[src/design/tomasuloPkg.sv]
package tomasuloPkg;

    // ------------------------------------------------------------------
    // core sizing
    // ------------------------------------------------------------------
    localparam int NUM_REGS  = 16;
    localparam int DATA_W    = 32;
    localparam int NUM_UNITS = 2;
    localparam int RS_DEPTH  = 2;
    // tag 0 = value present, else unit*RS_DEPTH + entry + 1
    localparam int TAG_W     = 3;

    // derived index widths
    localparam int REG_W   = $clog2(NUM_REGS);
    localparam int UNIT_W  = $clog2(NUM_UNITS);
    localparam int ENTRY_W = $clog2(RS_DEPTH);
    localparam int IMM_W   = 16;

    // ------------------------------------------------------------------
    // host register map
    // ------------------------------------------------------------------
    localparam int APB_ADDR_W = 8;
    localparam logic [APB_ADDR_W-1:0] ADDR_ISSUE    = 8'h00;
    localparam logic [APB_ADDR_W-1:0] ADDR_STATUS   = 8'h04;
    // register r sits at base + 4*r
    localparam logic [APB_ADDR_W-1:0] ADDR_REG_BASE = 8'h40;

    typedef enum logic [3:0] {
        OP_ADD  = 4'h0,
        OP_SUB  = 4'h1,
        OP_OR   = 4'h2,
        OP_XOR  = 4'h3,
        OP_SLL  = 4'h4,
        OP_MUL  = 4'h5,
        OP_ADDI = 4'h6,
        OP_ORI  = 4'h7
    } opcode_e;

    // ------------------------------------------------------------------
    // instruction word, opcode in the top nibble of both views
    // ------------------------------------------------------------------
    typedef struct packed {
        opcode_e            opcode;
        logic [REG_W-1:0]   rd;
        logic [REG_W-1:0]   rs;
        logic [REG_W-1:0]   rt;
        logic [IMM_W-1:0]   unused;
    } rTypeWord_t;

    // pad lines up with rt, immediate in the low half
    typedef struct packed {
        opcode_e            opcode;
        logic [REG_W-1:0]   rd;
        logic [REG_W-1:0]   rs;
        logic [REG_W-1:0]   pad;
        logic [IMM_W-1:0]   imm;
    } iTypeWord_t;

    typedef union packed {
        rTypeWord_t rType;
        iTypeWord_t iType;
    } instrWord_u;

    // tagged operand
    typedef struct packed {
        logic [TAG_W-1:0]  tag;
        logic [DATA_W-1:0] value;
    } operand_t;

    typedef struct packed {
        logic             valid;
        opcode_e          op;
        logic [TAG_W-1:0] dest;
        operand_t         a;
        operand_t         b;
    } dispatch_t;

    // result bus word
    typedef struct packed {
        logic              valid;
        logic [TAG_W-1:0]  tag;
        logic [DATA_W-1:0] value;
    } cdb_t;

endpackage

[src/design/issueUnit.sv]
`timescale 1ns/1ns

module issueUnit
    import tomasuloPkg::*;
(
    input  logic                  clk,
    input  logic                  rst,
    // host port
    input  logic                  psel,
    input  logic                  penable,
    input  logic                  pwrite,
    input  logic [APB_ADDR_W-1:0] paddr,
    input  logic [DATA_W-1:0]     pwdata,
    output logic [DATA_W-1:0]     prdata,
    output logic                  pready,
    // slices
    input  logic [NUM_UNITS-1:0]  free,
    output dispatch_t             dispatch,
    output logic [NUM_UNITS-1:0]  dispatchSel,
    // broadcast
    input  cdb_t                  cdb
);

    // committed values and rename table
    logic [DATA_W-1:0]             regVal [NUM_REGS];
    logic [TAG_W-1:0]              regTag [NUM_REGS];
    // tag held from dispatch until its own broadcast
    logic [NUM_UNITS*RS_DEPTH-1:0] tagBusy;

    instrWord_u         instr;
    logic               isImm;
    logic [DATA_W-1:0]  immExt;
    logic               issueWrite;
    logic               issueFire;
    logic               anyFree;
    logic               anyTag;
    logic [UNIT_W-1:0]  selUnit;
    logic [ENTRY_W-1:0] selEntry;
    logic [TAG_W-1:0]   newTag;
    logic               regHit;
    logic [REG_W-1:0]   regIdx;

    // register read with same-cycle bus forwarding
    function automatic operand_t readOperand(input logic [REG_W-1:0] idx);
        operand_t opnd;
        opnd.tag   = regTag[idx];
        opnd.value = regVal[idx];
        if (cdb.valid && opnd.tag != '0 && opnd.tag == cdb.tag) begin
            opnd.tag   = '0;
            opnd.value = cdb.value;
        end
        return opnd;
    endfunction

    // ------------------------------------------------------------------
    // decode
    // ------------------------------------------------------------------
    assign instr = pwdata;
    assign isImm = instr.rType.opcode inside {OP_ADDI, OP_ORI};

    // addi sign-extends, ori zero-extends
    always_comb begin
        if (instr.iType.opcode == OP_ADDI) begin
            immExt = {{(DATA_W-IMM_W){instr.iType.imm[IMM_W-1]}}, instr.iType.imm};
        end else begin
            immExt = {{(DATA_W-IMM_W){1'b0}}, instr.iType.imm};
        end
    end

    // ------------------------------------------------------------------
    // slice and tag choice
    // ------------------------------------------------------------------
    assign anyFree = |free;

    // lowest free slice
    always_comb begin
        selUnit = '0;
        for (int u = NUM_UNITS - 1; u >= 0; u--) begin
            if (free[u]) begin
                selUnit = UNIT_W'(u);
            end
        end
    end

    // first idle entry of that slice, same order the station uses
    always_comb begin
        selEntry = '0;
        for (int e = RS_DEPTH - 1; e >= 0; e--) begin
            if (!tagBusy[int'(selUnit) * RS_DEPTH + e]) begin
                selEntry = ENTRY_W'(e);
            end
        end
    end

    assign newTag = TAG_W'(int'(selUnit) * RS_DEPTH + int'(selEntry) + 1);

    // ------------------------------------------------------------------
    // APB
    // ------------------------------------------------------------------
    assign issueWrite = psel && penable && pwrite && (paddr == ADDR_ISSUE);
    assign issueFire  = issueWrite && anyFree;
    // issue write waits here while every slice is full
    assign pready     = psel && penable && (!issueWrite || anyFree);

    assign regHit = (paddr >= ADDR_REG_BASE)
                 && (int'(paddr) < int'(ADDR_REG_BASE) + 4 * NUM_REGS)
                 && (paddr[1:0] == 2'b00);
    assign regIdx = REG_W'((paddr - ADDR_REG_BASE) >> 2);

    // outstanding work
    always_comb begin
        anyTag = 1'b0;
        for (int r = 0; r < NUM_REGS; r++) begin
            anyTag = anyTag | (regTag[r] != '0);
        end
    end

    always_comb begin
        prdata = '0;
        if (regHit) begin
            prdata = regVal[regIdx];
        end else if (paddr == ADDR_STATUS) begin
            prdata = DATA_W'(anyTag);
        end
    end

    // ------------------------------------------------------------------
    // dispatch record
    // ------------------------------------------------------------------
    always_comb begin
        dispatch.valid = issueFire;
        dispatch.op    = instr.rType.opcode;
        dispatch.dest  = newTag;
        dispatch.a     = readOperand(instr.rType.rs);
        if (isImm) begin
            dispatch.b.tag   = '0;
            dispatch.b.value = immExt;
        end else begin
            dispatch.b = readOperand(instr.rType.rt);
        end
    end

    assign dispatchSel = issueFire ? (NUM_UNITS'(1) << selUnit) : '0;

    // write-back first, then rename of the destination
    always_ff @(posedge clk) begin
        if (rst) begin
            regVal  <= '{default: '0};
            regTag  <= '{default: '0};
            tagBusy <= '0;
        end else begin
            if (cdb.valid) begin
                tagBusy[int'(cdb.tag) - 1] <= 1'b0;
                // only the newest producer of a register commits it
                for (int r = 0; r < NUM_REGS; r++) begin
                    if (regTag[r] == cdb.tag) begin
                        regVal[r] <= cdb.value;
                        regTag[r] <= '0;
                    end
                end
            end
            if (issueFire) begin
                regTag[instr.rType.rd]      <= newTag;
                tagBusy[int'(newTag) - 1]   <= 1'b1;
            end
        end
    end

endmodule

[config.mk]
export PLATFORM = sky130hd
export DESIGN_NAME = issueUnit
export DESIGN_NICKNAME = d
export VERILOG_FILES = /design/src/design/tomasuloPkg.sv /design/src/design/issueUnit.sv
export SDC_FILE = /design/constraint.sdc
export NUM_CORES = 2
export LEC_CHECK = 0
export BUFFER_PORTS_ARGS = -buffer_cell sky130_fd_sc_hd__buf_2
export CAP_MARGIN = 20
export CELL_PAD_IN_SITES_DETAIL_PLACEMENT = 1
export CELL_PAD_IN_SITES_GLOBAL_PLACEMENT = 2
export CORE_MARGIN = 3
export CORE_UTILIZATION = 43
export CTS_CLUSTER_DIAMETER = 150
export DETAILED_ROUTE_END_ITERATION = 10
export GPL_TIMING_DRIVEN = 0
export HOLD_SLACK_MARGIN = 0.02
export PLACE_DENSITY = 0.91
export SLEW_MARGIN = 10
export SYNTH_ARGS = -nofsm -noshare
export SYNTH_HDL_FRONTEND = slang
export SYNTH_SLANG_ARGS = --single-unit
export TNS_END_PERCENT = 100
[constraint.sdc]
create_clock -name clk -period 4.95 [get_ports clk]
set_clock_uncertainty 0.1 [all_clocks]
set_input_delay 0.99 -clock clk [delete_from_list [all_inputs] [get_ports clk]]
set_output_delay 0.99 -clock clk [all_outputs]
set_load 0.01 [all_outputs]
**Word-level counts from Yosys, hierarchy flattened**

Cells that the tools add are included.

- Flip-flop bits (word level): 564
- Input bits: 83
- Output and inout port bits: 113

- Add/sub/neg operators: 6
- Magnitude comparators: 13
- Equal/unequal tests: 21
- Shift operators: 1
- Mux-type cells: 60
- Bitwise gates (word level): 22
- Reduce and logical (&&, ||, !) cells: 54

Operator list:

| cell | number |
|---|---|
| binary-select mux 32 bit (select 4 bit) | 3 |
| 2-to-1 mux 32 bit | 8 |
| 2-to-1 mux 48 bit | 3 |
| 2-to-1 mux 35 bit | 3 |
| 2-to-1 mux 3 bit | 21 |
| == test 3 bit | 18 |
| nonzero test 3 bit | 18 |
| bitwise mux 48 bit | 1 |
| AND reduction 2 bit | 16 |
| binary-select mux 3 bit (select 4 bit) | 2 |
| greater-or-equal comparator 5 bit, second input constant | 4 |
| inverter 4 -> 5 bit | 4 |
| bitwise OR 1 bit | 15 |
| logical AND 1 bit | 14 |
| demux 3 bit (select 4 bit) | 1 |
| 2-to-1 mux 4 bit | 3 |
| 2-to-1 mux 1 bit | 11 |
| == test 4 x 3 -> 1 bit, second input constant | 2 |
| == test 8 x 3 -> 1 bit, second input constant | 1 |
| greater-or-equal comparator 4 x 1 -> 1 bit, second input constant | 2 |
| greater-or-equal comparator 8 x 7 -> 1 bit, second input constant | 1 |
| logical NOT 8 bit | 1 |
| less-than comparator 4 bit, second input constant | 2 |
| less-than comparator 8 bit, second input constant | 1 |
| other kinds (20) | 22 |

**Longest topological paths before layout**

- Depth in word-level cells: 18
- Gate-level depth with buffers: 10
- Mapped depth without buffers: 7

**Worst setup path before layout**

OpenSTA, ideal clock, no wires.

- Path type: input to output
- Start point: input pwdata[20]
- End point: output dispatch[37] in the netlist's numbering
- Data arrival time: 3.371 ns
- Data required time: 3.860 ns
- Setup slack: 0.489 ns
- Cell stages on the path: 6
- Buffers on the path: 3
- Cell sequence: buf_2 -> clkbuf_1 -> buf_1 -> mux4_2 -> mux4_2 -> mux2_1

RTL lines:

| item | RTL line | RTL |
|---|---|---|
| start: declaration | issueUnit.sv:13 | `input logic [DATA_W-1:0] pwdata,` |
| end: declaration | issueUnit.sv:18 | `output dispatch_t dispatch,` |

==> flow_metrics.py <==
metrics = {
    "cts": {
        "cts_hold_buf": 0,
        "cts_buffer_depth": 3,
        "clock_latency_ns": 0.61,
        "cts_inserted_buffers": 66,
        "cts_tree": "yes",
        "h-tree-depth": 3,
        "cts_root_buf": "clkbuf_16",
        "clock-sinks": 564,
        "path_clk_slew_ns": 0.06,
    },
    "logic_synthesis": {
        "synth_warnings": 0,
        "yosys.cell_types.count": 45,
        "syn_nets": 3019,
        "netlist_area_um2": 34500,
        "yosysSeqAreaShare_pct": 32.7,
        "synthCells": 2932,
        "avgSynthCellArea_um2": 11.8,
        "ys_ff_latch": 564,
    },
    "floorplan": {
        "num_io_pins": 196,
        "num_rows": 103,
        "fp.dieH_um": 289,
        "start_util_pct": 43.5,
        "core_um2": 79300,
        "dieArea_um2": 83600,
        "die_w_um": 289,
    },
    "pwr": {
        "power_density_nw_per_um2": 290,
        "irDropWorstVdd_uv": 263,
        "total_power_uw": 11500,
        "p_leak_uw": 0.0177,
    },
    "finish": {
        "mostFrequentLayoutCells": "dfxtp_1 (564), mux2i_1 (550), nor2_1 (532)",
        "syn_to_final_growth_pct": 14.6,
        "layout-drive-gt1-share_pct": 30.1,
        "num_antenna_cells": 0,
        "nets": 3274,
        "layout_commonest_cell": "dfxtp_1",
        "nFillCells": 8344,
    },
    "timing": {
        "post-route-min-period_ns": 4.92,
        "setup_ws_ns": 0.0281,
        "finalHoldViolCount": 0,
        "finalMaxSlewViolations": 0,
        "slew_headroom_pct": 14.8,
        "fmax_mhz": 203,
        "tns_ns": 0,
        "fin_crit_sh_pct": 99.4,
        "setup_viol": 0,
        "worst_slew_pin_slew_ns": 1.28,
        "rsz0062_at_grt": "yes",
    },
    "routing": {
        "drc": 0,
        "vias": 28500,
        "drt-vias-per-instance": 6.64,
        "firstDrtPassIters": 7,
        "final_antenna_net_count": 0,
        "drt-total-wl_um": 144000,
        "drt_iter0_markers": 3437,
        "drt-wirelength-per-cell_um": 33.6,
    },
    "placement": {
        "place.gp.congestion": 0.940,
        "port-buffer-count": 152,
        "dpl.hpwl_um": 103000,
        "preCtsSetupSlack_ns": -0.799,
    },
    "grt": {
        "grtUsageTotal_pct": 34.2,
        "grt_pass1_vias": 29700,
        "grt_max_degree": 14,
        "antenna_found_initial": 2,
        "overflow": 0,
        "grt_pass1_wl_um": 207000,
    },
    "critical_path": {
        "required_ns": 3.86,
        "crit_family": "buffers and inverters",
        "crit_fanout": 10,
        "crit_type": "primary input to output pin",
        "critPathSlowestCell": "clkbuf_1",
        "worstSetupEndpointType": "output pin",
        "critPathArrivalTime_ns": 3.83,
        "max_stage_delay_ns": 0.63,
        "crit_chain": "buf_2, buf_4, clkbuf_4, clkbuf_1, mux4_2, mux4_2, mux2_4, buf_2",
        "critPathLaunchType": "primary input",
        "critical_path_buf_inv_count": 5,
    },
    "hold_path": {
        "hold_path_class": "flip-flop to flip-flop",
    },
    "outcome": {
        "outcome": "complete, no violations",
    },
    "flow_run": {
        "maxCapViolations": 0,
    },
}
-- kinds of logic (layout without fill, tap and decap cells) --
group / count (synthesis) / count (layout) / synth area share [%]
multiplexers: 1093 / 1093 / 50.6
flip-flops: 564 / 564 / 32.7
AO/OA/AOI/OAI: 95 / 95 / 1.49
adder cells (fa/ha/maj): 4 / 4 / 0.145
XOR/XNOR: 52 / 52 / 1.36
AND/OR/NAND/NOR: 775 / 775 / 9.39
buffers and inverters: 349 / 655 / 4.30
-- what timing repair did --
item	in CTS	in global routing
gates resized for setup	108	34
pin swaps	1	1
endpoints found under the setup margin	93	53
buffers inserted	2	1
cloned	0	0
-- path summary, 6_finish.rpt --
path	startpoint	end	slack [ns]	cells after the start
worst max-delay path	pwdata[21]	dispatch[55]	0.03	8
worst min-delay path	tagBusy[2]	tagBusy[2]	0.41	2
worst max register to register	tagBusy[2]	regTag[40]	1.54	8
worst min register to register	tagBusy[2]	tagBusy[2]	0.41	2
-- power by group --
part	switching [µW]	internal [µW]
registers	89.9	4630
logic	936	591
clock network	2120	3100
total	3150	8320
-- routing by layer --
layer / GRT usage (%) / part of all wire, %
met3: 8.64 / 10
met1: 43.8 / 38
met5: 1.92 / 0.0090
met2: 53.7 / 46
met4: 17.4 / 5.5
-- sequential cells by signal (all words and copies together), names as in the netlist --
register	cells
regVal	512
regTag	48
tagBusy	4
-- cell usage after synthesis (all sizes together) --
library cell	n	area share (%)
a21o	1	0.022
nand2	85	0.93
o211a	1	0.029
a211oi	1	0.022
xnor2	52	1.4
nor3b	2	0.044
nor3	7	0.10
nand4	19	0.34
a21oi	51	0.74
mux2	34	1.4
nand2b	4	0.073
mux4	507	33
o21ai	34	0.53
ha	4	0.15
and2	4	0.073
nand3	58	0.84
a31oi	2	0.036
dfxtp	564	33
o22ai	1	0.018
and4b	1	0.029
nor4	14	0.25
a22oi	3	0.065
mux2i	552	16
nor2b	37	0.67
nor4b	2	0.051
and3	3	0.054
nand3b	5	0.11
buf	144	2.1
inv	6	0.065
o221a	1	0.033
clkbuf	199	2.2
nor2	533	5.8
or3	1	0.018
-- worst min-delay path: cells and delay by family, from the launching register on --
| kind | cells | cell delay (ns) |
|---|---|---|
| flops | 1 | 0.33 |
| simple gates | 1 | 0.07 |
| compound gates | 1 | 0.07 |
-- through the flow --
stage | utilization [%] | cell area (µm²) | hold WS [ns] | std cells
floorplan | - | 34500 | 0.354 | 2932
global placement | 46.1 | 36600 | 0.377 | 4134
detailed placement | 46.6 | 36900 | 0.382 | 4159
CTS | 49.7 | 39400 | 0.399 | 4280
global route | 49.9 | 39500 | 0.447 | 4288
finish | 49.9 | 39500 | 0.406 | 4288
-- final cells by class --
type	count	area [µm²]	area share, %
multi-input cells	2019	21700	55.0
flip-flops and latches	564	11300	28.6
clock buffers	93	1940	4.90
plain buffers	343	1680	4.24
well taps	1050	1310	3.32
repair buffers	187	1220	3.08
clock inverters	26	320	0.811
inverters	6	22.5	0.0570
Note: power is estimated with default switching activity, not from simulation.
