$ cat config.mk
export PLATFORM = sky130hd
export DESIGN_NAME = reservationStation
export DESIGN_NICKNAME = d
export VERILOG_FILES = /design/src/design/tomasuloPkg.sv /design/src/design/aluPipe.sv /design/src/design/reservationStation.sv
export SDC_FILE = /design/constraint.sdc
export NUM_CORES = 2
export LEC_CHECK = 0
export BUFFER_PORTS_ARGS = -buffer_cell sky130_fd_sc_hd__clkbuf_2
export CORE_ASPECT_RATIO = 0.9
export CORE_UTILIZATION = 50
export CTS_CLUSTER_DIAMETER = 200
export DETAILED_ROUTE_END_ITERATION = 8
export PLACE_DENSITY = 0.71
export SLEW_MARGIN = 20
export SYNTH_ARGS = -nofsm -noshare
export SYNTH_HDL_FRONTEND = slang
export SYNTH_HIERARCHICAL = 1
export SYNTH_SLANG_ARGS = --single-unit
$ cat constraint.sdc
create_clock -name clk -period 19.6 [get_ports clk]
set_input_delay 4.9 -clock clk [delete_from_list [all_inputs] [get_ports clk]]
set_output_delay 4.9 -clock clk [all_outputs]
set_load 0.1 [all_outputs]
$ cat src/design/tomasuloPkg.sv
package tomasuloPkg;

    // ------------------------------------------------------------------
    // core sizing
    // ------------------------------------------------------------------
    localparam int NUM_REGS  = 16;
    localparam int DATA_W    = 32;
    localparam int NUM_UNITS = 2;
    localparam int RS_DEPTH  = 2;
    // tag 0 = value present, else unit*RS_DEPTH + entry + 1
    localparam int TAG_W     = 3;

    // derived index widths
    localparam int REG_W   = $clog2(NUM_REGS);
    localparam int UNIT_W  = $clog2(NUM_UNITS);
    localparam int ENTRY_W = $clog2(RS_DEPTH);
    localparam int IMM_W   = 16;

    // ------------------------------------------------------------------
    // host register map
    // ------------------------------------------------------------------
    localparam int APB_ADDR_W = 8;
    localparam logic [APB_ADDR_W-1:0] ADDR_ISSUE    = 8'h00;
    localparam logic [APB_ADDR_W-1:0] ADDR_STATUS   = 8'h04;
    // register r sits at base + 4*r
    localparam logic [APB_ADDR_W-1:0] ADDR_REG_BASE = 8'h40;

    typedef enum logic [3:0] {
        OP_ADD  = 4'h0,
        OP_SUB  = 4'h1,
        OP_OR   = 4'h2,
        OP_XOR  = 4'h3,
        OP_SLL  = 4'h4,
        OP_MUL  = 4'h5,
        OP_ADDI = 4'h6,
        OP_ORI  = 4'h7
    } opcode_e;

    // ------------------------------------------------------------------
    // instruction word, opcode in the top nibble of both views
    // ------------------------------------------------------------------
    typedef struct packed {
        opcode_e            opcode;
        logic [REG_W-1:0]   rd;
        logic [REG_W-1:0]   rs;
        logic [REG_W-1:0]   rt;
        logic [IMM_W-1:0]   unused;
    } rTypeWord_t;

    // pad lines up with rt, immediate in the low half
    typedef struct packed {
        opcode_e            opcode;
        logic [REG_W-1:0]   rd;
        logic [REG_W-1:0]   rs;
        logic [REG_W-1:0]   pad;
        logic [IMM_W-1:0]   imm;
    } iTypeWord_t;

    typedef union packed {
        rTypeWord_t rType;
        iTypeWord_t iType;
    } instrWord_u;

    // tagged operand
    typedef struct packed {
        logic [TAG_W-1:0]  tag;
        logic [DATA_W-1:0] value;
    } operand_t;

    typedef struct packed {
        logic             valid;
        opcode_e          op;
        logic [TAG_W-1:0] dest;
        operand_t         a;
        operand_t         b;
    } dispatch_t;

    // result bus word
    typedef struct packed {
        logic              valid;
        logic [TAG_W-1:0]  tag;
        logic [DATA_W-1:0] value;
    } cdb_t;

endpackage

$ cat src/design/aluPipe.sv
`timescale 1ns/1ns

module aluPipe
    import tomasuloPkg::*;
(
    input  logic              clk,
    input  logic              rst,
    input  logic              start,
    input  opcode_e           op,
    input  logic [DATA_W-1:0] a,
    input  logic [DATA_W-1:0] b,
    input  logic [TAG_W-1:0]  tagIn,
    input  logic              accept,
    output logic              ready,
    output logic              request,
    output cdb_t              result
);

    cdb_t              stageOne;
    // holding register toward the arbiter
    cdb_t              stageTwo;
    logic [DATA_W-1:0] aluOut;
    logic              advance;

    // ------------------------------------------------------------------
    // arithmetic
    // ------------------------------------------------------------------
    always_comb begin
        case (op)
            OP_ADD, OP_ADDI: aluOut = a + b;
            OP_SUB:          aluOut = a - b;
            OP_OR, OP_ORI:   aluOut = a | b;
            OP_XOR:          aluOut = a ^ b;
            OP_SLL:          aluOut = a << b[$clog2(DATA_W)-1:0];
            // low word of the product
            OP_MUL:          aluOut = a * b;
            default:         aluOut = '0;
        endcase
    end

    // stage two moves when empty or drained this cycle
    assign advance = !stageTwo.valid || accept;
    assign ready   = !stageOne.valid || advance;

    always_ff @(posedge clk) begin
        if (rst) begin
            stageOne.valid <= 1'b0;
            stageTwo.valid <= 1'b0;
        end else begin
            if (advance) begin
                stageTwo <= stageOne;
            end
            if (ready) begin
                stageOne.valid <= start;
                stageOne.tag   <= tagIn;
                stageOne.value <= aluOut;
            end
        end
    end

    assign request = stageTwo.valid;
    assign result  = stageTwo;

endmodule

$ cat src/design/reservationStation.sv
`timescale 1ns/1ns

module reservationStation
    import tomasuloPkg::*;
(
    input  logic      clk,
    input  logic      rst,
    // from issue
    input  dispatch_t dispatch,
    input  logic      load,
    // broadcast snoop
    input  cdb_t      cdb,
    // to arbiter
    input  logic      accept,
    output logic      free,
    output logic      request,
    output cdb_t      result
);

    // one station slot
    typedef struct packed {
        opcode_e          op;
        logic [TAG_W-1:0] tag;
        operand_t         a;
        operand_t         b;
    } rsEntry_t;

    rsEntry_t            entry [RS_DEPTH];
    // slot owns its tag until the result is broadcast
    logic [RS_DEPTH-1:0] busy;
    // slot still waits to enter the pipeline
    logic [RS_DEPTH-1:0] waiting;
    logic [RS_DEPTH-1:0] entryReady;
    logic [ENTRY_W-1:0]  loadIdx;
    logic [ENTRY_W-1:0]  issueIdx;
    logic                anyReady;
    logic                pipeReady;
    logic                start;

    assign free = ~&busy;

    // slot index comes from the tag offset
    assign loadIdx = ENTRY_W'((int'(dispatch.dest) - 1) % RS_DEPTH);

    // ------------------------------------------------------------------
    // ready selection
    // ------------------------------------------------------------------
    always_comb begin
        for (int e = 0; e < RS_DEPTH; e++) begin
            entryReady[e] = waiting[e] && (entry[e].a.tag == '0)
                         && (entry[e].b.tag == '0);
        end
    end

    // lowest index wins
    always_comb begin
        anyReady = 1'b0;
        issueIdx = '0;
        for (int e = RS_DEPTH - 1; e >= 0; e--) begin
            if (entryReady[e]) begin
                anyReady = 1'b1;
                issueIdx = ENTRY_W'(e);
            end
        end
    end

    assign start = anyReady && pipeReady;

    // ------------------------------------------------------------------
    // slot update
    // ------------------------------------------------------------------
    always_ff @(posedge clk) begin
        if (rst) begin
            busy    <= '0;
            waiting <= '0;
        end else begin
            for (int e = 0; e < RS_DEPTH; e++) begin
                // operand capture off the bus
                if (cdb.valid && entry[e].a.tag == cdb.tag) begin
                    entry[e].a.tag   <= '0;
                    entry[e].a.value <= cdb.value;
                end
                if (cdb.valid && entry[e].b.tag == cdb.tag) begin
                    entry[e].b.tag   <= '0;
                    entry[e].b.value <= cdb.value;
                end
                // own result seen, tag may be reused
                if (cdb.valid && busy[e] && entry[e].tag == cdb.tag) begin
                    busy[e] <= 1'b0;
                end
            end
            if (start) begin
                waiting[issueIdx] <= 1'b0;
            end
            // loaded slot is never busy, no clash with the clears above
            if (load && dispatch.valid) begin
                busy[loadIdx]     <= 1'b1;
                waiting[loadIdx]  <= 1'b1;
                entry[loadIdx].op  <= dispatch.op;
                entry[loadIdx].tag <= dispatch.dest;
                entry[loadIdx].a   <= dispatch.a;
                entry[loadIdx].b   <= dispatch.b;
            end
        end
    end

    // execution pipe
    aluPipe pipe0 (
        .clk,
        .rst,
        .start,
        .op      (entry[issueIdx].op),
        .a       (entry[issueIdx].a.value),
        .b       (entry[issueIdx].b.value),
        .tagIn   (entry[issueIdx].tag),
        .accept,
        .ready   (pipeReady),
        .request,
        .result
    );

endmodule

* Word-level counts from Yosys, hierarchy flattened *
Memories as Yosys holds them, arrays and structs flattened.
Cells that the tools add are included.

word-level totals
  input port bits = 118
  memories kept = 1
  latch bits = 0
  RAM bits = 154
  output and inout port bits = 38
  logic and storage cells = 100
  register bits after elaboration = 76
  memory bits (read-only) = 0

operators by class
  eq/ne operators = 13
  muxes and demuxes = 31
  div/mod/pow operators = 0
  order comparisons = 4
  $mul = 1
  add/subtract/negate cells = 3
  shift operators = 1
  bitwise operators = 7
  reduce and logical (&&, ||, !) cells = 31

memories
  memory  words  width  rd ports  clocked after memory_dff  write ports  line                      source
  entry   2      77     3         0                         3            reservationStation.sv:28  rsEntry_t entry [RS_DEPTH];

operator list
  cell                                                  count
  case mux 32 bit (6 select lines)                      1
  adder 32 bit                                          1
  multiplier 32 x 32 -> 32 bit                          1
  bitwise OR 32 bit                                     1
  << shifter 32 x 5 -> 32 bit                           1
  subtractor 32 bit                                     1
  bitwise XOR 32 bit                                    1
  2-to-1 mux 1 bit                                      24
  equality test 3 bit                                   6
  equality test 4 x 3 -> 1 bit (second input constant)  4
  logical AND 1 bit                                     16
  logical NOT 3 bit                                     4
  equality test 4 x 2 -> 1 bit (second input constant)  2
  2-to-1 mux 2 bit                                      4
  AND reduction 2 bit                                   3
  equality test 4 x 1 -> 1 bit (second input constant)  1
  logical NOT 4 bit                                     1
  < comparator 1 x 2 -> 1 bit (second input constant)   2
  bitwise OR 2 bit                                      2
  OR reduction 2 bit                                    2
  logical NOT 1 bit                                     3
  AND 2 bit                                             1
  demux 1 bit (select 1 bit)                            2
  >= comparator 1 bit (second input constant)           2
  other kinds (4)                                       5

* Logic depth before layout (Yosys ltp) *
An unclocked memory read counts as a cell.

  word-level depth = 16
  gate-level depth with buffers = 33
  mapped depth without buffers = 29

* Cells and area by module *
The synthesis kept the hierarchy.

modules (own cells, without submodules)
  module              cells an instance  times used  area an instance (um^2)  seq. area each (um^2)
  aluPipe             2547               1           22135.0                  2142.1
  reservationStation  641                1           7408.4                   4704.5

* Worst setup path before layout *
Ideal clock, no wire load.

  path type = input to register
  from = input port cdb[34] (netlist name)
  to = memory entry[0][35] (netlist name), enable pin
  slack = 10.076 ns
  arrival time = 8.999 ns
  data required time = 19.075 ns
  library setup time = 0.525 ns
  buffers on the path = 1
  stages = 3
  cells stage by stage = clkbuf_1 > xor2_1 > o41ai_1

RTL lines
  element          line                      source
  start, declared  reservationStation.sv:12  input cdb_t cdb,
  end, declared    reservationStation.sv:28

==> out/metrics.yaml <==
syn_nets: 3919
grt_setup_unrepaired: "no"
avgViaCountPerCell: 5.96
final_cells: 4047
grt_pass1_wl_um: 152000
ant_nets: 0
power_switching_mw: 2.77
clk_latency_ns: 0.55
gp_congestion: 1.02
yosysWarnings: 6
port_buffers: 155
cts_tree: "done"
num_vias: 24100
die-area_um2: 60100
cts_setup_buffers: 0
power.internal_mw: 2.42
ys_seq_elements: 230
cts_sinks: 230
die_h_um: 233
worst_clock_skew_ns: 0.0191
maxCapViolCount: 0
ys_seq_area_share_pct: 23.2
powerDensity_nw_per_um2: 164
core-area_um2: 58400
io_pins: 156
worst_slack_ns: 9.19
critical_path_class: "flip-flop to flip-flop"
synth_edf_count: 224
crit_path_start_kind: "flip-flop"
ys_types: 77
relSlewSlack_pct: 21.4
post-dp-hpwl_um: 74700
slew_violations: 0
synth_flop_cell: "edfxtp_1"
cts_buffers: 22
leakage_nw: 14.8
p_clk_share_pct: 7.8
hold_violations: 0
cts.htree.levels: 1
fmax_mhz: 96.0
clk_transition_reported_paths_ns: 0.08
grt_pass1_vias: 24300
ctsRootBufferMaster: "clkbuf_16"
setup_viol: 0
die_x_um: 258
async_reset_ff_share_pct: 0
drive_gt1_share_pct: 10.9
seq_power_share_pct: 11.9
grt_remaining_overflow: 0
hold_path.class: "flip-flop to flip-flop"
routed_wl_um: 102000
route.detailed.drc: 0
switching_share_pct: 53.3
netlist_area_um2: 29500
post-place-cells: 4004
status: "completed"
critPathCaptureType: "flip-flop"
ys_top_cells_by_area: "fa_1 28%, edfxtp_1 23%, ha_1 8.6%"
track_usage_pct: 34.5
tns_ns: 0
fin_crit_ns: 10.41
syn_inst: 3188
max-vdd-ir-drop_mv: 0.238
worst_pin_slew_ns: 1.18
required_ns: 19.86
nets: 3985
post-place-ws_ns: 9.32
grt_antenna_before_repair: 8
cts_hold_buf: 0
cts_resized: 0
yosys.area.top_type: "fa_1"
initial_utilization_pct: 50.6
synth_top_area_share_pct: 27.7
synth.avg_cell_area_um2: 9.27
rows: 84
comb_power_share_pct: 80.3
post-route-period-util_pct: 53.1
cp.arrival_ns: 10.68
dr.pass1.iters: 6
timing.critical_path.fanout_max: 39
grt_max_degree: 52
area_delta_synth_final_pct: 7.35
cts_buffer_depth: 3
drt-initial-drc-count: 2657
wl_per_cell_um: 25.2
cells in the final DEF (no fill, tap or decap), drive strengths merged, types with 6 or more instances in the layout:
| cell type | n |
|---|---|
| edfxtp | 224 |
| o41ai | 8 |
| nor2 | 366 |
| nand2 | 636 |
| nand2b | 17 |
| o221ai | 25 |
| buf | 46 |
| a21boi | 12 |
| mux2 | 78 |
| a21o | 22 |
| and3 | 11 |
| a31oi | 16 |
| a221oi | 20 |
| clkbuf | 182 |
| xnor2 | 107 |
| ha | 204 |
| and2 | 16 |
| o21ai | 77 |
| o31ai | 7 |
| xor2 | 49 |
| nor3 | 19 |
| o21a | 8 |
| nor2b | 8 |
| or3 | 7 |
| mux2i | 22 |
| inv | 448 |
| a41oi | 6 |
| o21bai | 6 |
| mux4 | 10 |
| o211ai | 12 |
| o22ai | 6 |
| a211oi | 6 |
| clkinv | 24 |
| dfxtp | 6 |
| nand4 | 8 |
| a21oi | 69 |
| nand3 | 20 |
| fa | 409 |
state kept, by name, indices dropped and copies added (netlist names):
signal and cells:
waiting 2, entry 154, pipe0/request 1, pipe0/result 35, busy 2, pipe0/stageOne 36
final cells by class:
class                      instances  area, um^2
multi-input combinational       2337       20400
inverter                         462        1730
antenna                            4        10.0
timing repair buffer             201        1120
clock inverter                    12        95.1
tap                              774         968
fill                            5373       26700
sequential                       230        6850
clock buffer                      27         569
synth_stat cells, types with 6 or more instances:
library cell and instances:
buf_1 36, or3_1 7, clkinv_1 15, mux2_2 58, a41oi_1 6, buf_6 7, nor2b_1 8, nand4_1 8
a21oi_1 69, fa_1 409, ha_1 204, o221ai_1 25, nor2_1 366, and2_1 16, a21o_1 22, nand2b_1 17
nor3_1 18, xor2_1 49, o21ai_0 76, o21bai_1 6, inv_2 9, a31oi_1 16, mux2i_1 22, a221oi_1 19
nand3_1 20, nand2_1 636, o41ai_1 8, edfxtp_1 224, inv_1 438, and3_1 11, o211ai_1 10, o31ai_1 7
dfxtp_1 6, o21a_1 8, o22ai_1 6, clkbuf_1 111, a21boi_0 12, mux2_4 19, xnor2_1 107, mux4_2 10
worst max-delay path: stages (launching register included):
cell and delay, ns:
edfxtp_1 0.44, or4b_4 0.57, o211ai_4 0.18, buf_4 0.46, buf_4 0.59, mux2_4 0.54
inv_2 0.69, nor2_1 0.16, fa_1 0.54, inv_1 0.05, fa_1 0.50, fa_1 0.47
fa_1 0.56, inv_1 0.05, fa_1 0.48, fa_1 0.57, fa_1 0.44, fa_1 0.44
ha_1 0.38, o21ai_0 0.19, nand2b_1 0.12, a21boi_0 0.19, a211o_1 0.33, a41oi_1 0.24
o21ai_0 0.21, o21ai_0 0.25, mux2i_1 0.25, o221ai_1 0.15
power by group through the flow:
stage	registers (mW)	clock network, mW	logic [mW]
2_1_floorplan	0.698	0	2.78
3_3_place_gp	0.625	0	3.98
3_5_place_dp	0.627	0	4.00
4_1_cts	0.616	0.408	4.03
5_1_grt	0.619	0.427	4.48
6_report	0.616	0.405	4.17
final timing paths:
check / cells past startpoint / endpoint / from / slack (ns)
worst max register to register: 27 / pipe0/stageOne[30] / entry[0][32] / 9.19
worst min-delay path: 0 / pipe0/result[7] / pipe0/stageOne[7] / 0.41
worst max-delay path: 27 / pipe0/stageOne[30] / entry[0][32] / 9.19
worst min register to register: 0 / pipe0/result[7] / pipe0/stageOne[7] / 0.41
through the flow:
stage                     hold slack [ns]  util [%]  total power [mW]  cell area (um^2)
after floorplan                     0.400         -              3.48             29500
after global placement              0.401      53.1              4.60             31000
after detailed placement            0.405      53.1              4.63             31000
after CTS                           0.410      54.3              5.05             31700
after global routing                0.424      54.3              5.53             31700
final                               0.409      54.3              5.19             31700
cell families (layout without fill, tap and decap cells):
group                      count (synthesis)  count (layout)  share of synthesized area, %
xor gates and xnor gates                 156             156                          4.62
muxes                                    110             110                          4.72
buffers and inverters                    621             702                          8.10
AOI/OAI and AO/OA                        335             335                          7.77
other                                      0               4                             0
DFF                                      230             230                          23.2
and+or+nand+nor                         1123            1123                          15.3
adders and majority gates                613             613                          36.4
metal layers:
layer | up-vias | part of all wire [%] | GRT usage, %
met4 | 8 | 6.1 | 17.7
met3 | 357 | 12 | 10.1
met1 | 11800 | 38 | 44.3
li1 | 10300 | - | -
met2 | 1605 | 44 | 53.0
met5 | - | 0.048 | 0
Power figures use the tool's default switching activity.
